### src/idli_ex_pkg.sv
// Shared widths, field encodings and the instruction word layout for the
// nibble-serial execution unit.
package idli_ex_pkg;

  // Word, nibble and register file geometry.
  localparam int DATA_W  = 16;
  localparam int SLICE_W = 4;
  localparam int SLICES  = DATA_W / SLICE_W;
  localparam int REGS    = 16;
  localparam int PINS    = 4;
  localparam int COND_W  = 8;

  // One slot counter value per nibble of the word.
  typedef logic [$clog2(SLICES)-1:0] ctr_t;
  typedef logic [SLICE_W-1:0]        slice_t;
  typedef logic [DATA_W-1:0]         data_t;
  typedef logic [$clog2(REGS)-1:0]   reg_t;

  // Register 0 is hardwired to zero.
  localparam reg_t REG_ZR = '0;

  // Opcodes. Any value not listed here executes as a no-operation.
  typedef enum logic [3:0] {
    OP_ADD  = 4'd0,
    OP_SUB  = 4'd1,
    OP_AND  = 4'd2,
    OP_OR   = 4'd3,
    OP_XOR  = 4'd4,
    OP_CMP  = 4'd5,
    OP_COND = 4'd6,
    OP_PIN  = 4'd7
  } op_t;

  // Compare kinds, carried in the dst field of a CMP.
  typedef enum logic [3:0] {
    CMP_EQ  = 4'd0,
    CMP_NE  = 4'd1,
    CMP_LT  = 4'd2,
    CMP_LTU = 4'd3,
    CMP_GE  = 4'd4,
    CMP_GEU = 4'd5
  } cmp_op_t;

  // Pin operations, carried in imm8[3:2] of a PIN.
  typedef enum logic [1:0] {
    PIN_IN   = 2'd0,
    PIN_OUT  = 2'd1,
    PIN_OUTN = 2'd2,
    PIN_PRED = 2'd3
  } pin_op_t;

  // Three register operands.
  typedef struct packed {
    op_t  op;
    reg_t dst;
    reg_t lhs;
    reg_t rhs;
  } instr_alu_t;

  // One register and an 8-bit immediate.
  typedef struct packed {
    op_t        op;
    reg_t       rg;
    logic [7:0] imm8;
  } instr_imm_t;

  // The same instruction word read through either layout.
  typedef union packed {
    instr_alu_t alu;
    instr_imm_t imm;
  } instr_u;

endpackage

### src/idli_ex_fetch.sv
`timescale 1ns/10ps

// Slot counter and instruction capture. A new word is only taken on the
// last cycle of a slot so that execution always starts on nibble 0.
module idli_ex_fetch import idli_ex_pkg::*; (
  input  var logic   i_ex_gck,
  input  var logic   i_ex_rst_n,

  // Instruction strobe from outside.
  input  var data_t  i_ex_enc,
  input  var logic   i_ex_enc_vld,

  // Slot position and the captured instruction.
  output var ctr_t   o_ex_ctr,
  output var logic   o_ex_enc_acp,
  output var instr_u o_ex_instr,
  output var logic   o_ex_instr_vld
);

  ctr_t   ctr_q;
  instr_u instr_q;
  logic   instr_vld_q;

  // The counter free-runs and wraps every four cycles.
  always_ff @(posedge i_ex_gck, negedge i_ex_rst_n) begin
    if (!i_ex_rst_n) begin
      ctr_q <= '0;
    end else begin
      ctr_q <= ctr_q + ctr_t'(1);
    end
  end

  // Words are accepted during the final slice of the current slot.
  always_comb o_ex_enc_acp = &ctr_q;

  // The valid level is rewritten every slot, so a word that was not
  // offered at the boundary leaves an empty slot behind it.
  always_ff @(posedge i_ex_gck, negedge i_ex_rst_n) begin
    if (!i_ex_rst_n) begin
      instr_vld_q <= '0;
    end else if (o_ex_enc_acp) begin
      instr_vld_q <= i_ex_enc_vld;
    end
  end

  // The word itself only matters while the valid level is high.
  always_ff @(posedge i_ex_gck) begin
    if (o_ex_enc_acp) begin
      instr_q <= instr_u'(i_ex_enc);
    end
  end

  always_comb o_ex_ctr       = ctr_q;
  always_comb o_ex_instr     = instr_q;
  always_comb o_ex_instr_vld = instr_vld_q;

endmodule

### src/idli_ex_decode.sv
`timescale 1ns/10ps

// Instruction decoder. Register operations are read through the ALU view
// of the word, while COND and PIN are read through the immediate view.
module idli_ex_decode import idli_ex_pkg::*; (
  input  var instr_u            i_ex_instr,
  input  var logic              i_ex_instr_vld,

  // Operation and register indices.
  output var op_t               o_ex_op,
  output var reg_t              o_ex_lhs_reg,
  output var reg_t              o_ex_rhs_reg,
  output var reg_t              o_ex_dst_reg,
  output var logic              o_ex_dst_wr,

  // Compare, conditional mask and pin controls.
  output var cmp_op_t           o_ex_cmp_op,
  output var logic              o_ex_cond_wr,
  output var logic [COND_W-1:0] o_ex_cond_data,
  output var pin_op_t           o_ex_pin_op,
  output var logic [1:0]        o_ex_pin_idx,
  output var logic              o_ex_pin_vld
);

  always_comb begin
    // The opcode sits in the same place in both views.
    o_ex_op      = i_ex_instr.alu.op;
    o_ex_lhs_reg = i_ex_instr.alu.lhs;
    o_ex_rhs_reg = i_ex_instr.alu.rhs;
    o_ex_dst_reg = i_ex_instr.alu.dst;
    o_ex_dst_wr  = '0;

    // A CMP reuses its dst field to say which comparison to make.
    o_ex_cmp_op    = cmp_op_t'(i_ex_instr.alu.dst);
    o_ex_cond_wr   = '0;
    o_ex_cond_data = i_ex_instr.imm.imm8;

    // Pin index and pin operation live in the low bits of imm8.
    o_ex_pin_op  = pin_op_t'(i_ex_instr.imm.imm8[3:2]);
    o_ex_pin_idx = i_ex_instr.imm.imm8[1:0];
    o_ex_pin_vld = '0;

    case (i_ex_instr.alu.op)
      OP_ADD, OP_SUB, OP_AND, OP_OR, OP_XOR: begin
        o_ex_dst_wr = i_ex_instr_vld;
      end
      OP_COND: begin
        o_ex_cond_wr = i_ex_instr_vld;
      end
      OP_PIN: begin
        o_ex_pin_vld = i_ex_instr_vld;
        // Output operations read reg through the ALU so that bit 0 of it
        // can be picked up on the first slice.
        o_ex_lhs_reg = i_ex_instr.imm.rg;
        o_ex_rhs_reg = REG_ZR;
        // An input operation writes the sampled pin back to reg instead.
        o_ex_dst_reg = i_ex_instr.imm.rg;
        o_ex_dst_wr  = i_ex_instr_vld && o_ex_pin_op == PIN_IN;
      end
      default: begin
        // CMP only writes the predicate, and no-operations write nothing.
      end
    endcase
  end

endmodule

### src/idli_ex_rf.sv
`timescale 1ns/10ps

// Register file stored as nibbles. Each port reads and writes the nibble
// chosen by the slot counter, so a whole word takes one slot.
module idli_ex_rf import idli_ex_pkg::*; (
  input  var logic   i_ex_gck,
  input  var ctr_t   i_ex_ctr,

  // Read ports.
  input  var reg_t   i_ex_lhs_reg,
  input  var reg_t   i_ex_rhs_reg,
  output var slice_t o_ex_lhs_data,
  output var slice_t o_ex_rhs_data,

  // Write port.
  input  var reg_t   i_ex_dst_reg,
  input  var logic   i_ex_dst_wr,
  input  var slice_t i_ex_dst_data
);

  slice_t regs_q [REGS][SLICES];

  // Reads are combinational. Register 0 is never stored, so its
  // value is forced here.
  always_comb begin
    o_ex_lhs_data = '0;
    o_ex_rhs_data = '0;

    if (i_ex_lhs_reg != REG_ZR) begin
      o_ex_lhs_data = regs_q[i_ex_lhs_reg][i_ex_ctr];
    end

    if (i_ex_rhs_reg != REG_ZR) begin
      o_ex_rhs_data = regs_q[i_ex_rhs_reg][i_ex_ctr];
    end
  end

  // A nibble is written at the edge that ends its slice.
  always_ff @(posedge i_ex_gck) begin
    if (i_ex_dst_wr && i_ex_dst_reg != REG_ZR) begin
      regs_q[i_ex_dst_reg][i_ex_ctr] <= i_ex_dst_data;
    end
  end

endmodule

### src/idli_ex_alu.sv
`timescale 1ns/10ps

// Nibble-serial ALU. The carry from each slice feeds the next one, and the
// flags describe the whole word once the last slice is reached.
module idli_ex_alu import idli_ex_pkg::*; (
  input  var logic   i_ex_gck,
  input  var ctr_t   i_ex_ctr,
  input  var op_t    i_ex_op,

  // Operand and result nibbles.
  input  var slice_t i_ex_lhs,
  input  var slice_t i_ex_rhs,
  output var slice_t o_ex_out,

  // Flags, valid during slice 3.
  output var logic   o_ex_flag_z,
  output var logic   o_ex_flag_n,
  output var logic   o_ex_flag_c,
  output var logic   o_ex_flag_v
);

  logic               sub;
  logic               cin;
  slice_t             rhs_eff;
  logic [SLICE_W:0]   sum;
  logic               carry_q;
  logic               zero_q;

  // Subtraction is lhs plus the inverse of rhs plus one.
  always_comb sub     = i_ex_op == OP_SUB || i_ex_op == OP_CMP;
  always_comb rhs_eff = sub ? ~i_ex_rhs : i_ex_rhs;
  always_comb cin     = i_ex_ctr == '0 ? sub : carry_q;
  always_comb sum     = {1'b0, i_ex_lhs} + {1'b0, rhs_eff} + (SLICE_W+1)'(cin);

  always_comb begin
    case (i_ex_op)
      OP_ADD, OP_SUB, OP_CMP: o_ex_out = sum[SLICE_W-1:0];
      OP_AND:                 o_ex_out = i_ex_lhs & i_ex_rhs;
      OP_OR:                  o_ex_out = i_ex_lhs | i_ex_rhs;
      OP_XOR:                 o_ex_out = i_ex_lhs ^ i_ex_rhs;
      // PIN uses the ALU only to carry reg through to io.
      OP_PIN:                 o_ex_out = i_ex_lhs;
      default:                o_ex_out = '0;
    endcase
  end

  // Zero is sticky across the slot and restarts at slice 0.
  always_comb o_ex_flag_z = (i_ex_ctr == '0 || zero_q) && o_ex_out == '0;

  // The rest only mean something on the top nibble.
  always_comb o_ex_flag_n = o_ex_out[SLICE_W-1];
  always_comb o_ex_flag_c = sum[SLICE_W];
  always_comb o_ex_flag_v = i_ex_lhs[SLICE_W-1] == rhs_eff[SLICE_W-1]
                         && o_ex_out[SLICE_W-1] != i_ex_lhs[SLICE_W-1];

  always_ff @(posedge i_ex_gck) begin
    carry_q <= sum[SLICE_W];
    zero_q  <= o_ex_flag_z;
  end

endmodule

### src/idli_ex_pred.sv
`timescale 1ns/10ps

// Predicate register and conditional execution mask.
module idli_ex_pred import idli_ex_pkg::*; (
  input  var logic              i_ex_gck,
  input  var logic              i_ex_rst_n,
  input  var ctr_t              i_ex_ctr,

  // Decoded instruction controls.
  input  var logic              i_ex_instr_vld,
  input  var op_t               i_ex_op,
  input  var cmp_op_t           i_ex_cmp_op,
  input  var logic              i_ex_cond_wr,
  input  var logic [COND_W-1:0] i_ex_cond_data,

  // Flags from the ALU at slice 3.
  input  var logic              i_ex_flag_z,
  input  var logic              i_ex_flag_n,
  input  var logic              i_ex_flag_c,
  input  var logic              i_ex_flag_v,

  output var logic              o_ex_skip,
  output var logic              o_ex_pred
);

  logic              pred_q;
  logic [COND_W-1:0] mask_q;
  logic              cmp_res;
  logic              slot_end;

  always_comb slot_end = &i_ex_ctr;

  // The mask is live while anything above bit 0 is set. Bit 0 then says
  // which predicate value lets the instruction run.
  always_comb o_ex_skip = |mask_q[COND_W-1:1] && (mask_q[0] != pred_q);

  // Outcome of lhs minus rhs for each kind of compare.
  always_comb begin
    case (i_ex_cmp_op)
      CMP_EQ:  cmp_res = i_ex_flag_z;
      CMP_NE:  cmp_res = !i_ex_flag_z;
      CMP_LT:  cmp_res = i_ex_flag_n != i_ex_flag_v;
      CMP_LTU: cmp_res = !i_ex_flag_c;
      CMP_GE:  cmp_res = i_ex_flag_n == i_ex_flag_v;
      CMP_GEU: cmp_res = i_ex_flag_c;
      default: cmp_res = pred_q;
    endcase
  end

  // Both registers move on the edge that ends the slot. Every taken
  // instruction shifts the mask, unless it is a COND that runs.
  always_ff @(posedge i_ex_gck, negedge i_ex_rst_n) begin
    if (!i_ex_rst_n) begin
      pred_q <= '0;
      mask_q <= '0;
    end else if (slot_end && i_ex_instr_vld) begin
      if (i_ex_op == OP_CMP && !o_ex_skip) begin
        pred_q <= cmp_res;
      end

      if (i_ex_cond_wr && !o_ex_skip) begin
        mask_q <= i_ex_cond_data;
      end else begin
        mask_q <= mask_q >> 1;
      end
    end
  end

  always_comb o_ex_pred = pred_q;

endmodule

### src/idli_ex_io.sv
`timescale 1ns/10ps

// Pin handling and write-back. This block also picks the register write
// nibble and applies the skip to the register write enable.
module idli_ex_io import idli_ex_pkg::*; (
  input  var logic            i_ex_gck,
  input  var logic            i_ex_rst_n,
  input  var ctr_t            i_ex_ctr,

  // External pins.
  input  var logic [PINS-1:0] i_ex_io_pins,
  output var logic [PINS-1:0] o_ex_io_pins,

  // Pin controls and execution state.
  input  var pin_op_t         i_ex_pin_op,
  input  var logic [1:0]      i_ex_pin_idx,
  input  var logic            i_ex_pin_vld,
  input  var logic            i_ex_skip,
  input  var logic            i_ex_pred,

  // Result path to the register file.
  input  var slice_t          i_ex_res,
  input  var reg_t            i_ex_dst_reg,
  input  var logic            i_ex_dst_wr,
  output var slice_t          o_ex_pin_data,
  output var logic            o_ex_dst_wr,

  // Write-back trace.
  output var logic            o_ex_wb_vld,
  output var reg_t            o_ex_wb_reg,
  output var data_t           o_ex_wb_data
);

  logic [PINS-1:0] in_pins_q;
  logic [PINS-1:0] out_pins_q;
  logic            pin_in;
  logic            slot_end;
  logic            wb_vld_q;
  reg_t            wb_reg_q;
  data_t           wb_data_q;

  always_comb slot_end = &i_ex_ctr;
  always_comb pin_in   = i_ex_pin_vld && i_ex_pin_op == PIN_IN;

  // Inputs are registered once before use.
  always_ff @(posedge i_ex_gck) begin
    in_pins_q <= i_ex_io_pins;
  end

  // The sampled pin fills bit 0 of nibble 0 and the rest of the word is
  // zero. Everything else writes the ALU result.
  always_comb begin
    o_ex_pin_data = i_ex_res;

    if (pin_in) begin
      o_ex_pin_data = i_ex_ctr == '0 ? slice_t'(in_pins_q[i_ex_pin_idx]) : '0;
    end
  end

  always_comb o_ex_dst_wr = i_ex_dst_wr && !i_ex_skip;

  // Gather each nibble as it is produced. For output pin operations this
  // holds reg, whose bit 0 is ready well before the slot ends.
  always_ff @(posedge i_ex_gck) begin
    wb_data_q[i_ex_ctr*SLICE_W +: SLICE_W] <= o_ex_pin_data;

    if (slot_end) begin
      wb_reg_q <= i_ex_dst_reg;
    end
  end

  // One pulse per completed register write, seen in the next cycle.
  always_ff @(posedge i_ex_gck, negedge i_ex_rst_n) begin
    if (!i_ex_rst_n) begin
      wb_vld_q <= '0;
    end else begin
      wb_vld_q <= slot_end && o_ex_dst_wr;
    end
  end

  // Only the selected output pin changes, at the end of the slot.
  always_ff @(posedge i_ex_gck, negedge i_ex_rst_n) begin
    if (!i_ex_rst_n) begin
      out_pins_q <= '0;
    end else if (slot_end && i_ex_pin_vld && !i_ex_skip) begin
      case (i_ex_pin_op)
        PIN_OUT:  out_pins_q[i_ex_pin_idx] <= wb_data_q[0];
        PIN_OUTN: out_pins_q[i_ex_pin_idx] <= ~wb_data_q[0];
        PIN_PRED: out_pins_q[i_ex_pin_idx] <= i_ex_pred;
        default:  out_pins_q <= out_pins_q;
      endcase
    end
  end

  always_comb o_ex_io_pins = out_pins_q;
  always_comb o_ex_wb_vld  = wb_vld_q;
  always_comb o_ex_wb_reg  = wb_reg_q;
  always_comb o_ex_wb_data = wb_data_q;

endmodule

### src/idli_ex_top.sv
`timescale 1ns/10ps

// Execution unit top level. Fetch feeds decode, the register file and ALU
// work one nibble per cycle, and io reports results and drives pins.
module idli_ex_top import idli_ex_pkg::*; (
  input  var logic            i_ex_gck,
  input  var logic            i_ex_rst_n,

  input  var data_t           i_ex_enc,
  input  var logic            i_ex_enc_vld,
  output var logic            o_ex_enc_acp,

  input  var logic [PINS-1:0] i_ex_io_pins,
  output var logic [PINS-1:0] o_ex_io_pins,
  output var logic            o_ex_pred,

  output var logic            o_ex_wb_vld,
  output var reg_t            o_ex_wb_reg,
  output var data_t           o_ex_wb_data
);

  ctr_t              ctr;
  instr_u            instr;
  logic              instr_vld;
  op_t               op;
  reg_t              lhs_reg;
  reg_t              rhs_reg;
  reg_t              dst_reg;
  logic              dst_wr;
  logic              rf_wr;
  cmp_op_t           cmp_op;
  logic              cond_wr;
  logic [COND_W-1:0] cond_data;
  pin_op_t           pin_op;
  logic [1:0]        pin_idx;
  logic              pin_vld;
  slice_t            lhs_data;
  slice_t            rhs_data;
  slice_t            alu_out;
  slice_t            wr_data;
  logic              flag_z;
  logic              flag_n;
  logic              flag_c;
  logic              flag_v;
  logic              skip;

  idli_ex_fetch fetch_u (
    .i_ex_gck       (i_ex_gck),
    .i_ex_rst_n     (i_ex_rst_n),
    .i_ex_enc       (i_ex_enc),
    .i_ex_enc_vld   (i_ex_enc_vld),
    .o_ex_ctr       (ctr),
    .o_ex_enc_acp   (o_ex_enc_acp),
    .o_ex_instr     (instr),
    .o_ex_instr_vld (instr_vld)
  );

  idli_ex_decode decode_u (
    .i_ex_instr     (instr),
    .i_ex_instr_vld (instr_vld),
    .o_ex_op        (op),
    .o_ex_lhs_reg   (lhs_reg),
    .o_ex_rhs_reg   (rhs_reg),
    .o_ex_dst_reg   (dst_reg),
    .o_ex_dst_wr    (dst_wr),
    .o_ex_cmp_op    (cmp_op),
    .o_ex_cond_wr   (cond_wr),
    .o_ex_cond_data (cond_data),
    .o_ex_pin_op    (pin_op),
    .o_ex_pin_idx   (pin_idx),
    .o_ex_pin_vld   (pin_vld)
  );

  // Writes arrive already gated by the skip decision from io.
  idli_ex_rf rf_u (
    .i_ex_gck       (i_ex_gck),
    .i_ex_ctr       (ctr),
    .i_ex_lhs_reg   (lhs_reg),
    .i_ex_rhs_reg   (rhs_reg),
    .o_ex_lhs_data  (lhs_data),
    .o_ex_rhs_data  (rhs_data),
    .i_ex_dst_reg   (dst_reg),
    .i_ex_dst_wr    (rf_wr),
    .i_ex_dst_data  (wr_data)
  );

  idli_ex_alu alu_u (
    .i_ex_gck       (i_ex_gck),
    .i_ex_ctr       (ctr),
    .i_ex_op        (op),
    .i_ex_lhs       (lhs_data),
    .i_ex_rhs       (rhs_data),
    .o_ex_out       (alu_out),
    .o_ex_flag_z    (flag_z),
    .o_ex_flag_n    (flag_n),
    .o_ex_flag_c    (flag_c),
    .o_ex_flag_v    (flag_v)
  );

  idli_ex_pred pred_u (
    .i_ex_gck       (i_ex_gck),
    .i_ex_rst_n     (i_ex_rst_n),
    .i_ex_ctr       (ctr),
    .i_ex_instr_vld (instr_vld),
    .i_ex_op        (op),
    .i_ex_cmp_op    (cmp_op),
    .i_ex_cond_wr   (cond_wr),
    .i_ex_cond_data (cond_data),
    .i_ex_flag_z    (flag_z),
    .i_ex_flag_n    (flag_n),
    .i_ex_flag_c    (flag_c),
    .i_ex_flag_v    (flag_v),
    .o_ex_skip      (skip),
    .o_ex_pred      (o_ex_pred)
  );

  idli_ex_io io_u (
    .i_ex_gck       (i_ex_gck),
    .i_ex_rst_n     (i_ex_rst_n),
    .i_ex_ctr       (ctr),
    .i_ex_io_pins   (i_ex_io_pins),
    .o_ex_io_pins   (o_ex_io_pins),
    .i_ex_pin_op    (pin_op),
    .i_ex_pin_idx   (pin_idx),
    .i_ex_pin_vld   (pin_vld),
    .i_ex_skip      (skip),
    .i_ex_pred      (o_ex_pred),
    .i_ex_res       (alu_out),
    .i_ex_dst_reg   (dst_reg),
    .i_ex_dst_wr    (dst_wr),
    .o_ex_pin_data  (wr_data),
    .o_ex_dst_wr    (rf_wr),
    .o_ex_wb_vld    (o_ex_wb_vld),
    .o_ex_wb_reg    (o_ex_wb_reg),
    .o_ex_wb_data   (o_ex_wb_data)
  );

endmodule

### config.mk
export PLATFORM = sky130hd
export DESIGN_NAME = idli_ex_top
export DESIGN_NICKNAME = d
export VERILOG_FILES = /design/src/idli_ex_pkg.sv /design/src/idli_ex_fetch.sv /design/src/idli_ex_decode.sv /design/src/idli_ex_rf.sv /design/src/idli_ex_alu.sv /design/src/idli_ex_pred.sv /design/src/idli_ex_io.sv /design/src/idli_ex_top.sv
export SDC_FILE = /design/constraint.sdc
export NUM_CORES = 1
export LEC_CHECK = 0
export BUFFER_PORTS_ARGS = -buffer_cell sky130_fd_sc_hd__buf_2
export CORE_MARGIN = 1
export CORE_UTILIZATION = 45
export DETAILED_ROUTE_END_ITERATION = 16
export SYNTH_ARGS = -nofsm -noshare
export SYNTH_HDL_FRONTEND = slang
export SYNTH_SLANG_ARGS = --single-unit
### constraint.sdc
create_clock -name i_ex_gck -period 13.2 [get_ports i_ex_gck]
set_input_delay 2.64 -clock i_ex_gck [delete_from_list [all_inputs] [get_ports i_ex_gck]]
set_output_delay 2.64 -clock i_ex_gck [all_outputs]
set_load 0.01 [all_outputs]
==> out/metrics.csv, run 1 <==
metric;value;unit
leakage;6.39;nW
postCtsHoldBufs;0;
period_minus_slack;6.88;ns
syn_area;15900;sq um
yosysSeqAreaShare;0.586;
synthFlopType;edfxtp_1;
area_delta_synth_final;12.1;%
holdPathStages;1;
fin_skew;0.00945;ns
min_to;io_u.o_ex_io_pins[0];
stdcell_count;1852;
nets;1411;
path_delay_family;compound AO/OA/AOI/OAI gates;
path_cells;nand4b_4 > mux2_2 > buf_4 > nor2_1 > a22oi_1 > a21oi_1 > a2111oi_0 > o32ai_2 > inv_1 > ha_1 > a21o_1 > a21oi_1 > xnor2_1 > o221ai_1 > a21oi_2 > nor2_4 > buf_4;
cts_tree;done;
grtUsageTotal;0.279;
numClockSinks;315;
cts.htree.levels;2;
crit_path_end_kind;flop;
power_density;123;nW/um^2
avgSynthCellArea;11.9;sq um
crit_arrival;7.11;ns
grt_pass1_vias;11400;
port_buffers;49;
core;34600;sq um
grt_pass1_wl;73900;um
start_util;0.459;
dr.pass1.iters;6;
cp_slowest_stage_delay;1.11;ns
routabilityCongestion;0.941;
synth_cells;1340;
final_cell_mix;edfxtp_1 (292), nand2_1 (157), mux2i_1 (125), nor2_1 (97), nand3_1 (68);
die_w;190;um
rr_startpoint;fetch_u.o_ex_instr[13];
cp_num_buf_inv;3;
clk_pin_slew;0.06;ns
io_pins;50;
vias;11900;
async_reset_ff_frac;0.0540;
cp_slowest_cell;nor2_1;
synth_edf_count;292;
critPathKind;reg2reg;
worst_pin_slew;1.36;ns
finalCritPeriodShare;0.522;
max_slew_margin;0.0906;
grt_max_degree;65;
totalWireLength;50600;um
startpoint_type;flop;
fmaxAchievable;145;MHz
largest_register_ffs;256;
clk_latency;0.53;ns
mostFrequentLayoutCell;edfxtp_1;
r2r_end;rf_u.regs_q[10][15];
hold_path_startpoint;io_u.o_ex_io_pins[0];
grt-ovfl-total;0;
rsz0062_at_grt;false;
post-cts-setup-buffer-count;0;
ff2ff_setup_slack;6.32;ns
ir_drop;117;uV
startpoint;fetch_u.o_ex_instr[13];
largest_register;rf_u.regs_q;
drtIter0Drc;1484;
nFillCells;3016;
setup_violations;0;
hold_violations;0;
final_layout_size_suffix_gt1_frac;0.133;
n_antenna_cell;0;
die_h;190;um
cp_max_fo;64;
cts_made_buffers;35;
die-area;36100;sq um
ant_nets;0;
root_buffer;clkbuf_16;
dpl.cell_count;1789;
post_cts_resized;0;
drc_errors;0;
cts_buffer_depth;3;
status;finished clean;
row_count;68;
antenna_found_initial;0;
netlist-cell-type-count;70;
ys_warn_count;0;
drv_cap;0;
wire_per_inst;27.3;um
vias_per_cell;6.44;
required;13.42;ns
ys_ff_latch;315;
hold_class;reg2reg;
finalMaxSlewViolations;0;
dp_hpwl;33600;um
tns;0;ns
reg2regPathDepth;17;
power by group:
part | switching, mW | internal [mW]
registers | 0.00712 | 1.10
logic | 0.0210 | 0.0125
clock network | 0.394 | 0.659
worst reg2reg max path, delay by kind of cell (launching register included):
family / cells / cell delay (ns)
AOI/OAI and AO/OA: 8 / 2.24
xor gates and xnor gates: 1 / 0.08
adders and majority gates: 1 / 0.31
buffers and inverters: 3 / 1.03
DFF: 1 / 0.54
muxes: 1 / 0.50
and+or+nand+nor: 3 / 1.80
worst max path at each step:
stage / end / slack [ns] / depth (start not counted)
final: rf_u.regs_q[10][15] / 6.32 / 17
after global routing: rf_u.regs_q[15][6] / 6.01 / 19
after CTS: rf_u.regs_q[11][6] / 6.44 / 19
after detailed placement: rf_u.regs_q[10][6] / 6.49 / 19
after global placement: rf_u.regs_q[10][7] / 6.55 / 17
after floorplan: rf_u.regs_q[0][13] / 7.55 / 18
routing by layer:
metal  GRT usage  up-vias  share of wire
met5           0        -              0
met4       0.113        0          0.037
met3      0.0386      115          0.075
met1       0.373     5984           0.41
met2       0.457      648           0.48
li1            -     5175              -
cell families after synthesis:
logic type | synth area share
fa+ha+maj | 0.0143
buf+inv | 0.0325
mux | 0.110
other cells | 0.000236
compound gates | 0.122
xor+xnor | 0.00441
simple gates | 0.130
flops | 0.586
layout make-up:
cell class                      instances  area [sq um]  share of cell area
Timing Repair Buffer                   77           455              0.0256
Inverter                               19          71.3             0.00401
Multi-Input combinational cell        923          6150               0.346
Clock inverter                         19           264              0.0148
Sequential cell                       315          9310               0.523
Tap cell                              455           569              0.0320
Clock buffer                           44           973              0.0547
stage by stage:
stage	util	worst slack [ns]	cell area, sq um	hold slack [ns]	power [mW]
floorplan	-	7.55	15900	0.424	1.14
global placement	0.478	6.55	16600	0.482	1.16
detailed placement	0.478	6.49	16600	0.487	1.16
CTS	0.514	6.44	17800	0.500	2.20
global route	0.514	6.01	17800	0.510	2.24
finish	0.514	6.32	17800	0.502	2.19
Yosys cell counts (5+ instances only):
cell       instances  area, sq um
clkbuf_1          52          195
and3_1            26          163
nor3_2             6         60.1
mux2_2            30          338
o21ai_0           36          180
a221oi_1           8         70.1
a21oi_1           51          255
edfxtp_1         292         8770
nand4_1            6         37.5
a211oi_1          41          308
and2_1             6         37.5
o2111ai_1          8         70.1
o221ai_1           5         43.8
nor2_1            99          372
a2111oi_0          7         61.3
o21bai_1           5         37.5
a311oi_1          13          114
nand2_1          158          593
dfrtp_1           17          425
a22oi_1           28          210
mux2i_1          125         1250
o22ai_1           16          100
buf_6              5         56.3
ha_1              15          188
nor3_1            35          175
a32oi_1            6         52.6
nor2b_1           23          144
nand3_1           68          340
dfxtp_1            6          120
buf_1             13         48.8
inv_1             18         67.6
mux4_2             5          113
buf_2             26          130
a31oi_1           16          100
Power figures use the tool's default switching activity.
==> inputs of run 2 (changes only) <==
==> constraint.sdc (replaced) <==
create_clock -name i_ex_gck -period 5.82 [get_ports i_ex_gck]
set_input_delay 1.164 -clock i_ex_gck [delete_from_list [all_inputs] [get_ports i_ex_gck]]
set_output_delay 1.164 -clock i_ex_gck [all_outputs]
set_load 0.01 [all_outputs]
==> run 2 against run 1 <==
Critical path depth rose by 3. Sequential share of layout area shrank 1.2 points. First-iteration DRC count increased by 1.5%. Worst hold slack improved by 0.0016 ns. Non-clock buffer count rose by 46. Highest routed layer unchanged. Die area is the same. Register-to-register slack got worse by 6.1 ns. Combinational power increased by 140%.
==> out/metrics.csv, run 2 (synthesized netlist as in run 1, its figures left out) <==
metric;value;unit;change
nFillCells;2938;;was 3,016
nets;1458;;was 1,411
power_density;264;nW/um^2;was 123 nW/um^2
root_buffer;clkbuf_16;;unchanged
die-area;36100;sq um;unchanged
design_area;18200;sq um;was 17,800 sq um
cts_tree;done;;unchanged
clk_latency;0.53;ns;about the same
holdWs;0.504;ns;was 0.502 ns
drv_cap;0;;unchanged
row_count;68;;unchanged
startpoint_type;flop;;unchanged
ir_drop;202;uV;was 117 uV
required;6.27;ns;was 13.42 ns
leakage;6.62;nW;was 6.39 nW
crit_path_end_kind;flop;;unchanged
area_delta_synth_final;14.7;%;was 12.1%
dp_hpwl;34900;um;was 33,600 um
cts_buffer_depth;3;;unchanged
ant_nets;0;;unchanged
largest_register;rf_u.regs_q;;unchanged
routabilityCongestion;0.935;;was 0.941
status;finished clean;;unchanged
antenna_found_initial;0;;unchanged
rsz0062_at_grt;false;;unchanged
port_buffers;49;;unchanged
cts_made_buffers;35;;unchanged
max_slew_margin;0.299;;was 0.0906
final_layout_size_suffix_gt1_frac;0.167;;was 0.133
dpl.cell_count;1835;;was 1,789
die_w;190;um;unchanged
grt-ovfl-total;0;;unchanged
drc_errors;0;;unchanged
numClockSinks;315;;unchanged
finalMaxSlewViolations;0;;unchanged
tns;0;ns;unchanged
mostFrequentLayoutCell;edfxtp_1;;unchanged
hold_class;reg2reg;;unchanged
clk_pin_slew;0.06;ns;about the same
core;34600;sq um;unchanged
cts.htree.levels;2;;unchanged
placed_cell_area;17000;sq um;was 16,600 sq um
fmaxAchievable;180;MHz;was 145 MHz
setup_violations;0;;unchanged
cp_max_fo;28;;was 64
drtIter0Drc;1507;;was 1,484
period_minus_slack;5.57;ns;was 6.88 ns
grt_pass1_wl;74400;um;was 73,900 um
grtUsageTotal;0.281;;was 0.279
grt_max_degree;65;;unchanged
crit_arrival;6.02;ns;was 7.11 ns
stdcell_count;1900;;was 1,852
final_cell_mix;edfxtp_1 (292), nand2_1 (157), mux2i_1 (125), nor2_1 (97), nand3_1 (68);;unchanged
totalWireLength;51200;um;was 50,600 um
start_util;0.459;;unchanged
hold_violations;0;;unchanged
finalCritPeriodShare;0.957;;was 0.522
vias_per_cell;6.38;;was 6.44
critPathKind;reg2reg;;unchanged
worst_pin_slew;1.05;ns;was 1.36 ns
dr.pass1.iters;5;;was 6
die_h;190;um;unchanged
fin_skew;0.0138;ns;was 0.00945 ns
io_pins;50;;unchanged
power.total;4.81;mW;was 2.19 mW
n_antenna_cell;0;;unchanged
vias;12100;;was 11,900
grt_pass1_vias;11400;;about the same
wire_per_inst;26.9;um;was 27.3 um
largest_register_ffs;256;;unchanged
-- run 2: cell count changes in the layout (fill, tap and decap cells not counted), sizes merged --
cell,delta
buf,+46
bufinv,-4
clkbuf,-3
clkinv,+2
clkinvlp,+6
nor2,+1
-- run 2: layout make-up --
| cell class | instances | area [sq um] | area share |
|---|---|---|---|
| sequential | 315 | 9310 | 0.511 |
| multi-input combinational | 924 | 6170 | 0.338 |
| clock buffer | 41 | 941 | 0.0516 |
| timing repair buffer | 123 | 930 | 0.0510 |
| tap | 455 | 569 | 0.0312 |
| clock inverter | 23 | 229 | 0.0126 |
| inverter | 19 | 71.3 | 0.00391 |
-- run 2: worst paths after layout --
path	startpoint	to	slack (ns)	depth (start not counted)
setup / recovery	fetch_u.o_ex_instr[13]	pred_u.o_ex_pred	0.25	20
max in group asynchronous	i_ex_rst_n	pred_u.mask_q[3]	4.94	1
setup reg to reg	fetch_u.o_ex_instr[13]	pred_u.o_ex_pred	0.25	20
hold / removal	io_u.o_ex_io_pins[2]	io_u.o_ex_io_pins[2]	0.50	1
min in group asynchronous	i_ex_rst_n	fetch_u.o_ex_instr_vld	0.57	1
hold reg to reg	io_u.o_ex_io_pins[2]	io_u.o_ex_io_pins[2]	0.50	1
-- run 2: power breakdown --
| part | switching, mW | internal (mW) |
|---|---|---|
| clock network | 0.924 | 1.31 |
| registers | 0.0163 | 2.49 |
| logic | 0.0491 | 0.0299 |
-- run 2: what timing repair did --
item	CTS	global route
endpoints found under the setup margin	0	94
resized for setup	0	3
buffers inserted	0	0
hold buffers	0	0
-- run 2: metrics by stage --
stage,util,setup WS [ns]
finish,0.526,0.249
global route,0.526,0.0505
CTS,0.526,0.0325
detailed placement,0.492,0.0751
global placement,0.492,0.253
floorplan,-,0.166
-- run 2: critical path, stage by stage (launching register included) --
cell       delay [ns]
edfxtp_1         0.53
nand4b_4         0.36
buf_12           0.27
mux2i_4          0.18
buf_12           0.24
buf_4            0.33
mux2i_1          0.25
a22oi_1          0.12
a21oi_1          0.41
a2111oi_2        0.14
o32ai_2          0.40
inv_1            0.14
ha_1             0.29
a21o_1           0.19
a21oi_1          0.17
xnor2_1          0.15
o221ai_1         0.19
buf_4            0.21
or3b_2           0.51
a31o_2           0.23
a31oi_1          0.13
-- run 2: layer usage --
layer,up-vias,part of all wire,global-route usage
li1,5266,-,-
met1,5995,0.41,0.387
met5,-,0,0
met2,735,0.45,0.441
met4,0,0.041,0.114
met3,119,0.098,0.0469
